===== src/verilog/cpuPkg.sv =====
package cpuPkg;

    // ------------------------------------------------------------------------
    // Widths
    // ------------------------------------------------------------------------
    typedef logic [31:0] word_t;
    typedef logic [4:0]  regIdx_t;
    typedef logic [4:0]  shamt_t;
    typedef logic [5:0]  opcode_t;

    localparam word_t   resetVector = 32'hBFC00000;
    localparam word_t   haltAddr    = 32'h00000000;
    localparam regIdx_t regV0Idx    = 5'd2;

    // Primary opcodes
    localparam opcode_t opSpecial = 6'b000000;
    localparam opcode_t opJ       = 6'b000010;
    localparam opcode_t opBeq     = 6'b000100;
    localparam opcode_t opBne     = 6'b000101;
    localparam opcode_t opAddiu   = 6'b001001;
    localparam opcode_t opSlti    = 6'b001010;
    localparam opcode_t opSltiu   = 6'b001011;
    localparam opcode_t opAndi    = 6'b001100;
    localparam opcode_t opOri     = 6'b001101;
    localparam opcode_t opXori    = 6'b001110;
    localparam opcode_t opLui     = 6'b001111;
    localparam opcode_t opLw      = 6'b100011;
    localparam opcode_t opSw      = 6'b101011;

    // Funct field of SPECIAL
    localparam opcode_t fnSll  = 6'b000000;
    localparam opcode_t fnSrl  = 6'b000010;
    localparam opcode_t fnSra  = 6'b000011;
    localparam opcode_t fnSllv = 6'b000100;
    localparam opcode_t fnSrlv = 6'b000110;
    localparam opcode_t fnSrav = 6'b000111;
    localparam opcode_t fnJr   = 6'b001000;
    localparam opcode_t fnAddu = 6'b100001;
    localparam opcode_t fnSubu = 6'b100011;
    localparam opcode_t fnAnd  = 6'b100100;
    localparam opcode_t fnOr   = 6'b100101;
    localparam opcode_t fnXor  = 6'b100110;
    localparam opcode_t fnSlt  = 6'b101010;
    localparam opcode_t fnSltu = 6'b101011;

    // ------------------------------------------------------------------------
    // Decoded instruction and bus request
    // ------------------------------------------------------------------------
    // Nine kinds, so four bits
    typedef enum logic [3:0] {
        aluReg, aluImm, load, store, branchEq, branchNe, jump, jumpReg, nop
    } instrKind_t;

    typedef enum logic [3:0] {
        add, sub, andOp, orOp, xorOp, slt, sltu, sll, srl, sra, lui
    } aluOp_t;

    typedef struct packed {
        instrKind_t  kind;
        aluOp_t      aluOp;
        regIdx_t     rs;
        regIdx_t     rt;
        regIdx_t     dest;
        shamt_t      shamt;
        logic        useShamtReg;
        word_t       imm;
        logic [25:0] target26;
    } decoded_t;

    typedef enum logic [1:0] {idle, rd, wr} busKind_t;

    typedef struct packed {
        busKind_t kind;
        word_t    addr;
        word_t    data;
    } busReq_t;

    typedef enum logic [2:0] {
        fetch, fetchWait, execA, memWait, execB, halted
    } seqState_t;

    // Bus words are little endian, the core works big endian
    function automatic word_t byteSwap(input word_t w);
        return {w[7:0], w[15:8], w[23:16], w[31:24]};
    endfunction

endpackage


===== src/verilog/alu.sv =====
module alu (
    input  cpuPkg::word_t  opA,
    input  cpuPkg::word_t  opB,
    input  cpuPkg::shamt_t shamt,
    input  cpuPkg::aluOp_t aluOp,
    output cpuPkg::word_t  result,
    output logic           equal
);

    // Shifts act on opB, the rt operand
    always_comb begin
        case (aluOp)
            cpuPkg::add:   result = opA + opB;
            cpuPkg::sub:   result = opA - opB;
            cpuPkg::andOp: result = opA & opB;
            cpuPkg::orOp:  result = opA | opB;
            cpuPkg::xorOp: result = opA ^ opB;
            cpuPkg::slt:   result = {31'd0, $signed(opA) < $signed(opB)};
            cpuPkg::sltu:  result = {31'd0, opA < opB};
            cpuPkg::sll:   result = opB << shamt;
            cpuPkg::srl:   result = opB >> shamt;
            cpuPkg::sra:   result = $signed(opB) >>> shamt;
            cpuPkg::lui:   result = {opB[15:0], 16'h0000};
            default:       result = opA + opB;
        endcase
    end

    // BEQ and BNE
    assign equal = (opA == opB);

endmodule


===== src/verilog/busMaster.sv =====
module busMaster (
    input  logic            EXEC1,
    input  logic            rstN,
    input  logic            busStart,
    input  cpuPkg::busReq_t busReq,
    input  logic            waitRequest,
    output cpuPkg::word_t   address,
    output logic            read,
    output logic            write,
    output cpuPkg::word_t   writeData,
    output logic            busDone
);

    // Transfer ends on the first edge without wait
    assign busDone = (read || write) && !waitRequest;

    // ------------------------------------------------------------------------
    // Request registers
    // ------------------------------------------------------------------------
    always_ff @(posedge EXEC1) begin
        if (!rstN) begin
            read  <= 1'b0;
            write <= 1'b0;
        end else if (busStart) begin
            read  <= (busReq.kind == cpuPkg::rd);
            write <= (busReq.kind == cpuPkg::wr);
        end else if (busDone) begin
            read  <= 1'b0;
            write <= 1'b0;
        end
    end

    // Address and data only move on a new request
    always_ff @(posedge EXEC1) begin
        if (busStart) begin
            address   <= busReq.addr;
            writeData <= cpuPkg::byteSwap(busReq.data);
        end
    end

    // A new request never overlaps a pending one
    assert property (@(posedge EXEC1) disable iff (!rstN)
        busStart |-> !read && !write);

    // Slave sees a frozen request while it stalls
    assert property (@(posedge EXEC1) disable iff (!rstN)
        (read || write) && waitRequest |=>
            $stable(address) && $stable(read) && $stable(write) && $stable(writeData));

endmodule


===== src/verilog/controlSequencer.sv =====
module controlSequencer (
    input  logic             EXEC1,
    input  logic             rstN,
    input  cpuPkg::decoded_t instr,
    input  cpuPkg::word_t    loadWord,
    input  logic             busDone,
    input  cpuPkg::word_t    rsData,
    input  cpuPkg::word_t    rtData,
    input  cpuPkg::word_t    aluResult,
    input  logic             aluEqual,
    output logic             busStart,
    output cpuPkg::busReq_t  busReq,
    output logic             captureInstr,
    output cpuPkg::regIdx_t  rsIdx,
    output cpuPkg::regIdx_t  rtIdx,
    output logic             wrEn,
    output cpuPkg::regIdx_t  wrIdx,
    output cpuPkg::word_t    wrData,
    output cpuPkg::word_t    opA,
    output cpuPkg::word_t    opB,
    output cpuPkg::shamt_t   shamt,
    output cpuPkg::aluOp_t   aluOp,
    output logic             active
);

    cpuPkg::seqState_t state;
    cpuPkg::seqState_t nextState;
    cpuPkg::word_t     pc;
    cpuPkg::word_t     pcPlus4;
    cpuPkg::word_t     nextPc;
    logic              isMem;
    logic              useImm;
    logic              haltNow;

    assign isMem   = (instr.kind == cpuPkg::load) || (instr.kind == cpuPkg::store);
    assign useImm  = isMem || (instr.kind == cpuPkg::aluImm);
    assign haltNow = (instr.kind == cpuPkg::jumpReg) && (rsData == cpuPkg::haltAddr);

    // ------------------------------------------------------------------------
    // Operands and writeback
    // ------------------------------------------------------------------------
    assign rsIdx = instr.rs;
    assign rtIdx = instr.rt;
    assign opA   = rsData;
    // Loads and stores reuse the adder for rs plus offset
    assign opB   = useImm ? instr.imm : rtData;
    assign shamt = instr.useShamtReg ? rsData[4:0] : instr.shamt;
    assign aluOp = instr.aluOp;

    assign wrEn   = (state == cpuPkg::execB) &&
                    (instr.kind == cpuPkg::aluReg || instr.kind == cpuPkg::aluImm ||
                     instr.kind == cpuPkg::load);
    assign wrIdx  = instr.dest;
    assign wrData = (instr.kind == cpuPkg::load) ? loadWord : aluResult;

    // Bus requests
    assign captureInstr = (state == cpuPkg::fetchWait);
    assign busStart     = (state == cpuPkg::fetch) || (state == cpuPkg::execA && isMem);

    always_comb begin
        busReq.addr = aluResult;
        busReq.data = rtData;
        busReq.kind = cpuPkg::idle;
        if (state == cpuPkg::fetch) begin
            busReq.addr = pc;
            busReq.kind = cpuPkg::rd;
        end else if (busStart) begin
            busReq.kind = (instr.kind == cpuPkg::load) ? cpuPkg::rd : cpuPkg::wr;
        end
    end

    // ------------------------------------------------------------------------
    // Next PC without delay slot
    // ------------------------------------------------------------------------
    assign pcPlus4 = pc + 32'd4;

    always_comb begin
        nextPc = pcPlus4;
        case (instr.kind)
            cpuPkg::branchEq: if (aluEqual) nextPc = pcPlus4 + {instr.imm[29:0], 2'b00};
            cpuPkg::branchNe: if (!aluEqual) nextPc = pcPlus4 + {instr.imm[29:0], 2'b00};
            cpuPkg::jump:     nextPc = {pc[31:28], instr.target26, 2'b00};
            cpuPkg::jumpReg:  nextPc = rsData;
            default:          nextPc = pcPlus4;
        endcase
    end

    // State machine
    always_comb begin
        nextState = state;
        case (state)
            cpuPkg::fetch:     nextState = cpuPkg::fetchWait;
            cpuPkg::fetchWait: if (busDone) nextState = cpuPkg::execA;
            cpuPkg::execA:     nextState = isMem ? cpuPkg::memWait : cpuPkg::execB;
            cpuPkg::memWait:   if (busDone) nextState = cpuPkg::execB;
            cpuPkg::execB:     nextState = haltNow ? cpuPkg::halted : cpuPkg::fetch;
            default:           nextState = cpuPkg::halted;
        endcase
    end

    always_ff @(posedge EXEC1) begin
        if (!rstN) begin
            state  <= cpuPkg::fetch;
            pc     <= cpuPkg::resetVector;
            active <= 1'b0;
        end else begin
            state  <= nextState;
            active <= (nextState != cpuPkg::halted);
            if (state == cpuPkg::execB) begin
                pc <= nextPc;
            end
        end
    end

    // Completions only come back while a transfer is awaited
    assert property (@(posedge EXEC1) disable iff (!rstN)
        busDone |-> (state == cpuPkg::fetchWait) || (state == cpuPkg::memWait));

    // The bus moves whole words only
    assert property (@(posedge EXEC1) disable iff (!rstN)
        busStart |-> (busReq.addr[1:0] == 2'b00));

endmodule


===== src/verilog/fetchDecode.sv =====
module fetchDecode (
    input  logic             EXEC1,
    input  logic             rstN,
    input  cpuPkg::word_t    readData,
    input  logic             busDone,
    input  logic             captureInstr,
    output cpuPkg::decoded_t instr,
    output cpuPkg::word_t    loadWord
);

    cpuPkg::word_t   instrWord;
    cpuPkg::opcode_t opcode;
    cpuPkg::opcode_t funct;
    cpuPkg::word_t   immSext;
    cpuPkg::word_t   immZext;

    // ------------------------------------------------------------------------
    // Capture of completed reads
    // ------------------------------------------------------------------------
    // Cleared IR decodes as SLL $0 which writes nothing useful
    always_ff @(posedge EXEC1) begin
        if (!rstN) begin
            instrWord <= '0;
        end else if (busDone && captureInstr) begin
            instrWord <= cpuPkg::byteSwap(readData);
        end
    end

    // Load data register
    always_ff @(posedge EXEC1) begin
        if (busDone && !captureInstr) begin
            loadWord <= cpuPkg::byteSwap(readData);
        end
    end

    // ------------------------------------------------------------------------
    // Decode
    // ------------------------------------------------------------------------
    assign opcode  = instrWord[31:26];
    assign funct   = instrWord[5:0];
    assign immSext = {{16{instrWord[15]}}, instrWord[15:0]};
    assign immZext = {16'h0000, instrWord[15:0]};

    always_comb begin
        instr.kind        = cpuPkg::nop;
        instr.aluOp       = cpuPkg::add;
        instr.rs          = instrWord[25:21];
        instr.rt          = instrWord[20:16];
        instr.dest        = instrWord[20:16];
        instr.shamt       = instrWord[10:6];
        instr.useShamtReg = 1'b0;
        instr.imm         = immSext;
        instr.target26    = instrWord[25:0];
        if (opcode == cpuPkg::opSpecial) begin
            // R-type writes rd
            instr.dest = instrWord[15:11];
            instr.kind = cpuPkg::aluReg;
            case (funct)
                cpuPkg::fnAddu: instr.aluOp = cpuPkg::add;
                cpuPkg::fnSubu: instr.aluOp = cpuPkg::sub;
                cpuPkg::fnAnd:  instr.aluOp = cpuPkg::andOp;
                cpuPkg::fnOr:   instr.aluOp = cpuPkg::orOp;
                cpuPkg::fnXor:  instr.aluOp = cpuPkg::xorOp;
                cpuPkg::fnSlt:  instr.aluOp = cpuPkg::slt;
                cpuPkg::fnSltu: instr.aluOp = cpuPkg::sltu;
                cpuPkg::fnSll:  instr.aluOp = cpuPkg::sll;
                cpuPkg::fnSrl:  instr.aluOp = cpuPkg::srl;
                cpuPkg::fnSra:  instr.aluOp = cpuPkg::sra;
                cpuPkg::fnJr:   instr.kind  = cpuPkg::jumpReg;
                // Variable shifts take the amount from rs
                cpuPkg::fnSllv, cpuPkg::fnSrlv, cpuPkg::fnSrav: begin
                    instr.useShamtReg = 1'b1;
                    instr.aluOp = (funct == cpuPkg::fnSllv) ? cpuPkg::sll :
                                  (funct == cpuPkg::fnSrlv) ? cpuPkg::srl : cpuPkg::sra;
                end
                default:        instr.kind  = cpuPkg::nop;
            endcase
        end else begin
            instr.kind = cpuPkg::aluImm;
            case (opcode)
                cpuPkg::opAddiu: instr.aluOp = cpuPkg::add;
                cpuPkg::opSlti:  instr.aluOp = cpuPkg::slt;
                cpuPkg::opSltiu: instr.aluOp = cpuPkg::sltu;
                cpuPkg::opLui:   instr.aluOp = cpuPkg::lui;
                cpuPkg::opLw:    instr.kind  = cpuPkg::load;
                cpuPkg::opSw:    instr.kind  = cpuPkg::store;
                cpuPkg::opBeq:   instr.kind  = cpuPkg::branchEq;
                cpuPkg::opBne:   instr.kind  = cpuPkg::branchNe;
                cpuPkg::opJ:     instr.kind  = cpuPkg::jump;
                default:         instr.kind  = cpuPkg::nop;
            endcase
            // Logical immediates are zero extended
            if (opcode == cpuPkg::opAndi || opcode == cpuPkg::opOri ||
                opcode == cpuPkg::opXori) begin
                instr.imm   = immZext;
                instr.kind  = cpuPkg::aluImm;
                instr.aluOp = (opcode == cpuPkg::opAndi) ? cpuPkg::andOp :
                              (opcode == cpuPkg::opOri)  ? cpuPkg::orOp  : cpuPkg::xorOp;
            end
        end
    end

endmodule


===== src/verilog/mipsCpuBus.sv =====
module mipsCpuBus (
    input  logic           EXEC1,
    input  logic           rstN,
    input  logic           waitRequest,
    input  cpuPkg::word_t  readData,
    output cpuPkg::word_t  address,
    output logic           read,
    output logic           write,
    output cpuPkg::word_t  writeData,
    output logic           active,
    output cpuPkg::word_t  regV0
);

    // Sequencer to bus side
    logic            busStart;
    logic            busDone;
    logic            captureInstr;
    cpuPkg::busReq_t busReq;

    // Decoded instruction and load data
    cpuPkg::decoded_t instr;
    cpuPkg::word_t    loadWord;

    // Register file ports
    cpuPkg::regIdx_t rsIdx;
    cpuPkg::regIdx_t rtIdx;
    cpuPkg::regIdx_t wrIdx;
    logic            wrEn;
    cpuPkg::word_t   wrData;
    cpuPkg::word_t   rsData;
    cpuPkg::word_t   rtData;

    // ALU ports
    cpuPkg::word_t   opA;
    cpuPkg::word_t   opB;
    cpuPkg::shamt_t  shamt;
    cpuPkg::aluOp_t  aluOp;
    cpuPkg::word_t   aluResult;
    logic            aluEqual;

    fetchDecode i_fetchDecode (
        .EXEC1(EXEC1), .rstN(rstN), .readData(readData), .busDone(busDone),
        .captureInstr(captureInstr), .instr(instr), .loadWord(loadWord)
    );

    controlSequencer i_controlSequencer (
        .EXEC1(EXEC1), .rstN(rstN), .instr(instr), .loadWord(loadWord),
        .busDone(busDone), .rsData(rsData), .rtData(rtData),
        .aluResult(aluResult), .aluEqual(aluEqual), .busStart(busStart),
        .busReq(busReq), .captureInstr(captureInstr), .rsIdx(rsIdx),
        .rtIdx(rtIdx), .wrEn(wrEn), .wrIdx(wrIdx), .wrData(wrData),
        .opA(opA), .opB(opB), .shamt(shamt), .aluOp(aluOp), .active(active)
    );

    regFile i_regFile (
        .EXEC1(EXEC1), .rstN(rstN), .rsIdx(rsIdx), .rtIdx(rtIdx),
        .wrEn(wrEn), .wrIdx(wrIdx), .wrData(wrData),
        .rsData(rsData), .rtData(rtData), .regV0(regV0)
    );

    alu i_alu (
        .opA(opA), .opB(opB), .shamt(shamt), .aluOp(aluOp),
        .result(aluResult), .equal(aluEqual)
    );

    busMaster i_busMaster (
        .EXEC1(EXEC1), .rstN(rstN), .busStart(busStart), .busReq(busReq),
        .waitRequest(waitRequest), .address(address), .read(read),
        .write(write), .writeData(writeData), .busDone(busDone)
    );

endmodule


===== src/verilog/regFile.sv =====
module regFile (
    input  logic            EXEC1,
    input  logic            rstN,
    input  cpuPkg::regIdx_t rsIdx,
    input  cpuPkg::regIdx_t rtIdx,
    input  logic            wrEn,
    input  cpuPkg::regIdx_t wrIdx,
    input  cpuPkg::word_t   wrData,
    output cpuPkg::word_t   rsData,
    output cpuPkg::word_t   rtData,
    output cpuPkg::word_t   regV0
);

    cpuPkg::word_t regs [32];

    // Entry zero is never written so it stays cleared
    always_ff @(posedge EXEC1) begin
        if (!rstN) begin
            for (int i = 0; i < 32; i++) begin
                regs[i] <= '0;
            end
        end else if (wrEn && wrIdx != 5'd0) begin
            regs[wrIdx] <= wrData;
        end
    end

    // Combinational reads
    assign rsData = (rsIdx == 5'd0) ? '0 : regs[rsIdx];
    assign rtData = (rtIdx == 5'd0) ? '0 : regs[rtIdx];
    assign regV0  = regs[cpuPkg::regV0Idx];

endmodule

===== config.mk =====
export PLATFORM = sky130hd
export DESIGN_NAME = mipsCpuBus
export DESIGN_NICKNAME = d
export VERILOG_FILES = /design/src/verilog/cpuPkg.sv /design/src/verilog/alu.sv /design/src/verilog/busMaster.sv /design/src/verilog/controlSequencer.sv /design/src/verilog/fetchDecode.sv /design/src/verilog/mipsCpuBus.sv /design/src/verilog/regFile.sv
export SDC_FILE = /design/constraint.sdc
export NUM_CORES = 2
export LEC_CHECK = 0
export BUFFER_PORTS_ARGS = -buffer_cell sky130_fd_sc_hd__buf_2
export CAP_MARGIN = 20
export CORE_MARGIN = 2
export CORE_UTILIZATION = 69
export DETAILED_ROUTE_END_ITERATION = 10
export GPL_TIMING_DRIVEN = 0
export HOLD_SLACK_MARGIN = 0.15
export PLACE_DENSITY = 0.87
export SETUP_SLACK_MARGIN = 0.1
export SLEW_MARGIN = 0
export SYNTH_ARGS = -nofsm -noshare
export SYNTH_HDL_FRONTEND = slang
export SYNTH_HIERARCHICAL = 1
export SYNTH_SLANG_ARGS = --single-unit

===== constraint.sdc =====
create_clock -name EXEC1 -period 11.6 [get_ports EXEC1]
set_input_delay 1.16 -clock EXEC1 [delete_from_list [all_inputs] [get_ports EXEC1]]
set_output_delay 1.16 -clock EXEC1 [all_outputs]
set_load 0.01 [all_outputs]

==> flow_summary.yaml, run 1 <==
clocking:
  htree_levels: 3
  cts-hold-fix-buffers: 0
  clockBufferDepth: 3
  post-cts-setup-buffers: 0
  cts-root-buf: "clkbuf_16"
  cts_buffers: 116
  clkSinkCount: 1190
  cts-resized-gates: 0
logic_synthesis:
  synthCells: 6079
  synth_edf_count: 1120
  synth_warnings: 6
  netlist_area_sq_um: 74880
  ys_types: 106
  synth_sequential_area_ratio: 0.4679
  syn_area_per_cell_sq_um: 12.32
  synth_top_flop_cell: "edfxtp_1"
  synth-seq-cells: 1190
  synthTopCellsByArea: "edfxtp_1 45%, mux4_2 16%, and2_1 8.5%"
  synth_top_area_frac: 0.4492
  async_reset_ff_frac: 0
  yosysTopAreaCell: "edfxtp_1"
placed_design:
  globalplace.congestion: 1.136
  dp.cells: 7735
  hpwl_um: 250200
  io_buffers: 133
outcome:
  status: "did not finish"
  lastStage: "global routing"
  tool.error: "[ERROR GRT-0232] Routing congestion too high. Check the congestion heatmap in the GUI."
floorplan:
  initial_utilization: 0.6975
  dieWidth_um: 333.4
  rows: 120
  die_h_um: 333.4
  pin_count: 134
timing:
  grt-worst-endpoint: "i_regFile/regs[2][15]$_SDFFCE_PN0P_/D"
  worstEpCategory: "register data pin"
global_routing:
  gr-usage-all-layers: 0.7863
  overflow: 161
  grt_max_degree: 69
## per-stage QoR
| stage | cell area (sq um) | TNS [ns] | setup slack (ns) |
|---|---|---|---|
| after CTS | 83160 | 0 | 1.393 |
| after detailed placement | 79360 | 0 | 1.587 |
| after global placement | 77410 | -32.48 | -0.3379 |
| after floorplan | 74990 | 0 | 5.811 |
## metal layers
| metal | GRT overflow | global-route usage |
|---|---|---|
| met4 | 68 | 0.7521 |
| met3 | 6 | 0.6746 |
| met5 | 3 | 0.4516 |
| met1 | 8 | 0.7909 |
| met2 | 76 | 0.9164 |
## synthesized netlist by cell type (all sizes together), types with 132 or more instances
cell,instances
buf,330
mux2,136
mux4,518
mux2i,228
ha,132
o21ai,186
clkbuf,395
edfxtp,1120
nor2,221
a21oi,165
and2,1016
nand2,346
## kinds of logic after synthesis
family,count (synthesis),share of synthesized area
buf+inv,835,0.05546
compound gates,1015,0.09572
xor+xnor,59,0.006901
mux,882,0.2067
fa+ha+maj,135,0.02286
flops,1190,0.4679
other cells,1,0.00005008
simple gates,1962,0.1444
==> run 2, diff against run 1 <==
CORE_UTILIZATION = 40   (was 69)
HOLD_SLACK_MARGIN = unset   (was 0.15)
PLACE_DENSITY = unset   (was 0.87)
PLACE_DENSITY_LB_ADDON = 0.15   (was unset)
SETUP_SLACK_MARGIN = unset   (was 0.1)
==> run 2 against run 1 <==
  * The flow now finishes without violations
  * Area after synthesis unchanged
  * Synthesized cell count unchanged
==> flow_summary.yaml, run 2 <==
logic_synthesis:
  yosysTopAreaCell: "edfxtp_1"
  synthTopCellsByArea: "edfxtp_1 45%, mux4_2 16%, and2_1 8.5%"
  syn_area_per_cell_sq_um: 12.32
  netlist_area_sq_um: 74880
  synth_sequential_area_ratio: 0.4679
  synth-seq-cells: 1190
  ys_types: 106
  async_reset_ff_frac: 0
  synth_top_flop_cell: "edfxtp_1"
  synth_top_area_frac: 0.4492
  netlist_top_cells_count: "1120 x edfxtp_1, 1015 x and2_1, 518 x mux4_2, 395 x clkbuf_1, 346 x nand2_1"
  synthCells: 6079
  synth.most_common_cell: "edfxtp_1"
  synth_edf_count: 1120
  synth_warnings: 6
clocking:
  clockBufferDepth: 3
  cts-resized-gates: 0
  cts-hold-fix-buffers: 0
  clk-insertion-delay-late_ns: 0.82
  cts_buffers: 138
  clkSinkCount: 1190
  post-cts-setup-buffers: 0
  tritoncts: "yes"
  cts-root-buf: "clkbuf_16"
  cts.reportedPaths.clkPinSlew_ns: 0.06
  htree_levels: 4
worst_setup_path:
  timing.rr.end: "i_regFile/regs[4][19]"
  start_kind: "flop"
  cp.required_ns: 12.24
  reg2regPathDepth: 26
  critPathMaxStageDelay_ns: 0.94
  r2r_start: "i_fetchDecode/instrWord[18]"
  crit_start: "i_fetchDecode/instrWord[18]"
  worstSetupEndpoint: "i_regFile/regs[4][19]"
  cpMaxStageDelayCell: "nor3_1"
  cp_max_fo: 10
  crit_top_cell: "clkbuf_1"
  arrival_ns: 11.60
  critPathCaptureType: "flop"
  r2r_slack_ns: 0.64
  path_class: "reg -> reg"
layout:
  final_cell_mix: "1120 x edfxtp_1, 1015 x and2_1, 518 x mux4_2"
  syn_to_final_growth_pct: 14.28
  final_common_cell: "edfxtp_1"
  fin_area_sq_um: 85560
  nets: 6671
  regMostFlops: "i_regFile/regs"
  drive_gt1_frac: 0.2311
  largest_register_ffs: 1024
routing:
  drt-total-wl_um: 355800
  drc: 0
  vias_per_cell: 6.527
  dr.first_iter.drc_count: 9025
  vias: 59450
  drtAntennaViolNets: 0
  wl_per_cell_um: 39.06
  drt-pass1-iter-count: 7
timing:
  rsz0062_at_grt: "no"
  drv_slew: 0
  fin_skew_ns: 0.05013
  setup_tns_ns: 0
  setup_violations: 0
  min_period_over_period: 0.9446
  worstMarginPinSlew_ns: 1.400
  fmaxAchievable_ghz: 0.09126
  slew_headroom: 0.06312
  fin_ws_ns: 0.6422
  hold_viol_final: 0
  fin_crit_ns: 10.96
global_routing:
  grt_pass1_vias: 56870
  antenna_found_initial: 25
  grt_max_degree: 69
  gr-usage-all-layers: 0.3654
  grt_pass1_wl_um: 478400
  overflow: 0
power:
  p_sw_w: 0.003691
  peakVddDrop_v: 0.0001104
  intPower_w: 0.008007
  total_power_w: 0.01170
  power_density_nw_per_um2: 136.7
  combPwrFrac: 0.201
  p_leak_nw: 29.90
  p_clk_frac: 0.374
  p_sw_frac: 0.3156
  pwr-share-seq: 0.425
floorplan:
  rows: 158
  die_h_um: 436.7
  pin_count: 134
  dieArea_sq_um: 190700
  initial_utilization: 0.4034
  dieWidth_um: 436.7
  fp.coreArea_sq_um: 185600
job:
  maxCapViolCount: 0
placed_design:
  io_buffers: 133
  pre_cts_ws_ns: 1.257
  hpwl_um: 270800
  globalplace.congestion: 1.034
  dpl-instance-area_sq_um: 80970
worst_hold_path:
  hold_class: "reg -> reg"
outcome:
  status: "completed"
## run 2: kinds of logic (layout without fill, tap and decap cells)
group,Yosys count,after routing,synth area share
compound gates,1015,1015,0.09572
xor+xnor,59,59,0.006901
fa+ha+maj,135,135,0.02286
buf+inv,835,1338,0.05546
flops,1190,1190,0.4679
mux,882,882,0.2067
other cells,1,47,0.00005008
simple gates,1962,1962,0.1444
## run 2: area by class of cell
class	count	area, sq um
Timing Repair Buffer	251	2417
Clock buffer	176	3647
Sequential cell	1190	35030
Clock inverter	76	809.5
Antenna cell	15	37.54
Buffer	725	3741
Multi-Input combinational cell	4085	36360
Tap cell	2480	3103
Inverter	110	412.9
Fill cell	16830	100100
## run 2: worst min path at each step
stage                                startpoint                     endpoint  cells after the start
floorplan              i_controlSequencer/pc[1]     i_controlSequencer/pc[1]                      2
global placement       i_controlSequencer/pc[1]     i_controlSequencer/pc[1]                      2
detailed placement     i_controlSequencer/pc[1]     i_controlSequencer/pc[1]                      2
CTS                    i_controlSequencer/pc[1]     i_controlSequencer/pc[1]                      2
global route        i_fetchDecode/instrWord[22]  i_fetchDecode/instrWord[22]                      2
finish              i_fetchDecode/instrWord[22]  i_fetchDecode/instrWord[22]                      2
## run 2: worst max-delay path: cells and delay by family (launching register included)
| kind | cells | cell delay, ns |
|---|---|---|
| DFF | 1 | 0.38 |
| buffers and inverters | 10 | 3.66 |
| AOI/OAI and AO/OA | 8 | 2.94 |
| adders and majority gates | 1 | 0.37 |
| and+or+nand+nor | 5 | 2.43 |
| muxes | 2 | 0.95 |
## run 2: through the flow
stage | utilization | hold WS, ns | std cells
2_1_floorplan | - | 0.4500 | 6110
5_1_grt | 0.4608 | 0.5222 | 9094
3_5_place_dp | 0.4362 | 0.4717 | 8832
6_report | 0.4609 | 0.4837 | 9108
3_3_place_gp | 0.4243 | 0.4626 | 8723
4_1_cts | 0.4602 | 0.4808 | 9084
## run 2: routing by layer
metal / part of all wire / GRT usage / vias up
met5: 0.00091 / 0 / -
met2: 0.43 / 0.5445 / 4373
met4: 0.086 / 0.2555 / 6
met3: 0.12 / 0.1135 / 1056
met1: 0.36 / 0.4516 / 30180
li1: - / - / 23830
## run 2: power groups by stage
stage	combinational, W	clock (W)	sequential [W]
final	0.00235	0.00438	0.00497
after global routing	0.00238	0.00458	0.00498
after CTS	0.00225	0.00441	0.00496
after detailed placement	0.00225	0	0.00505
after global placement	0.00216	0	0.00508
after floorplan	0.00113	0	0.00504
(Power assumes the default switching activity.)
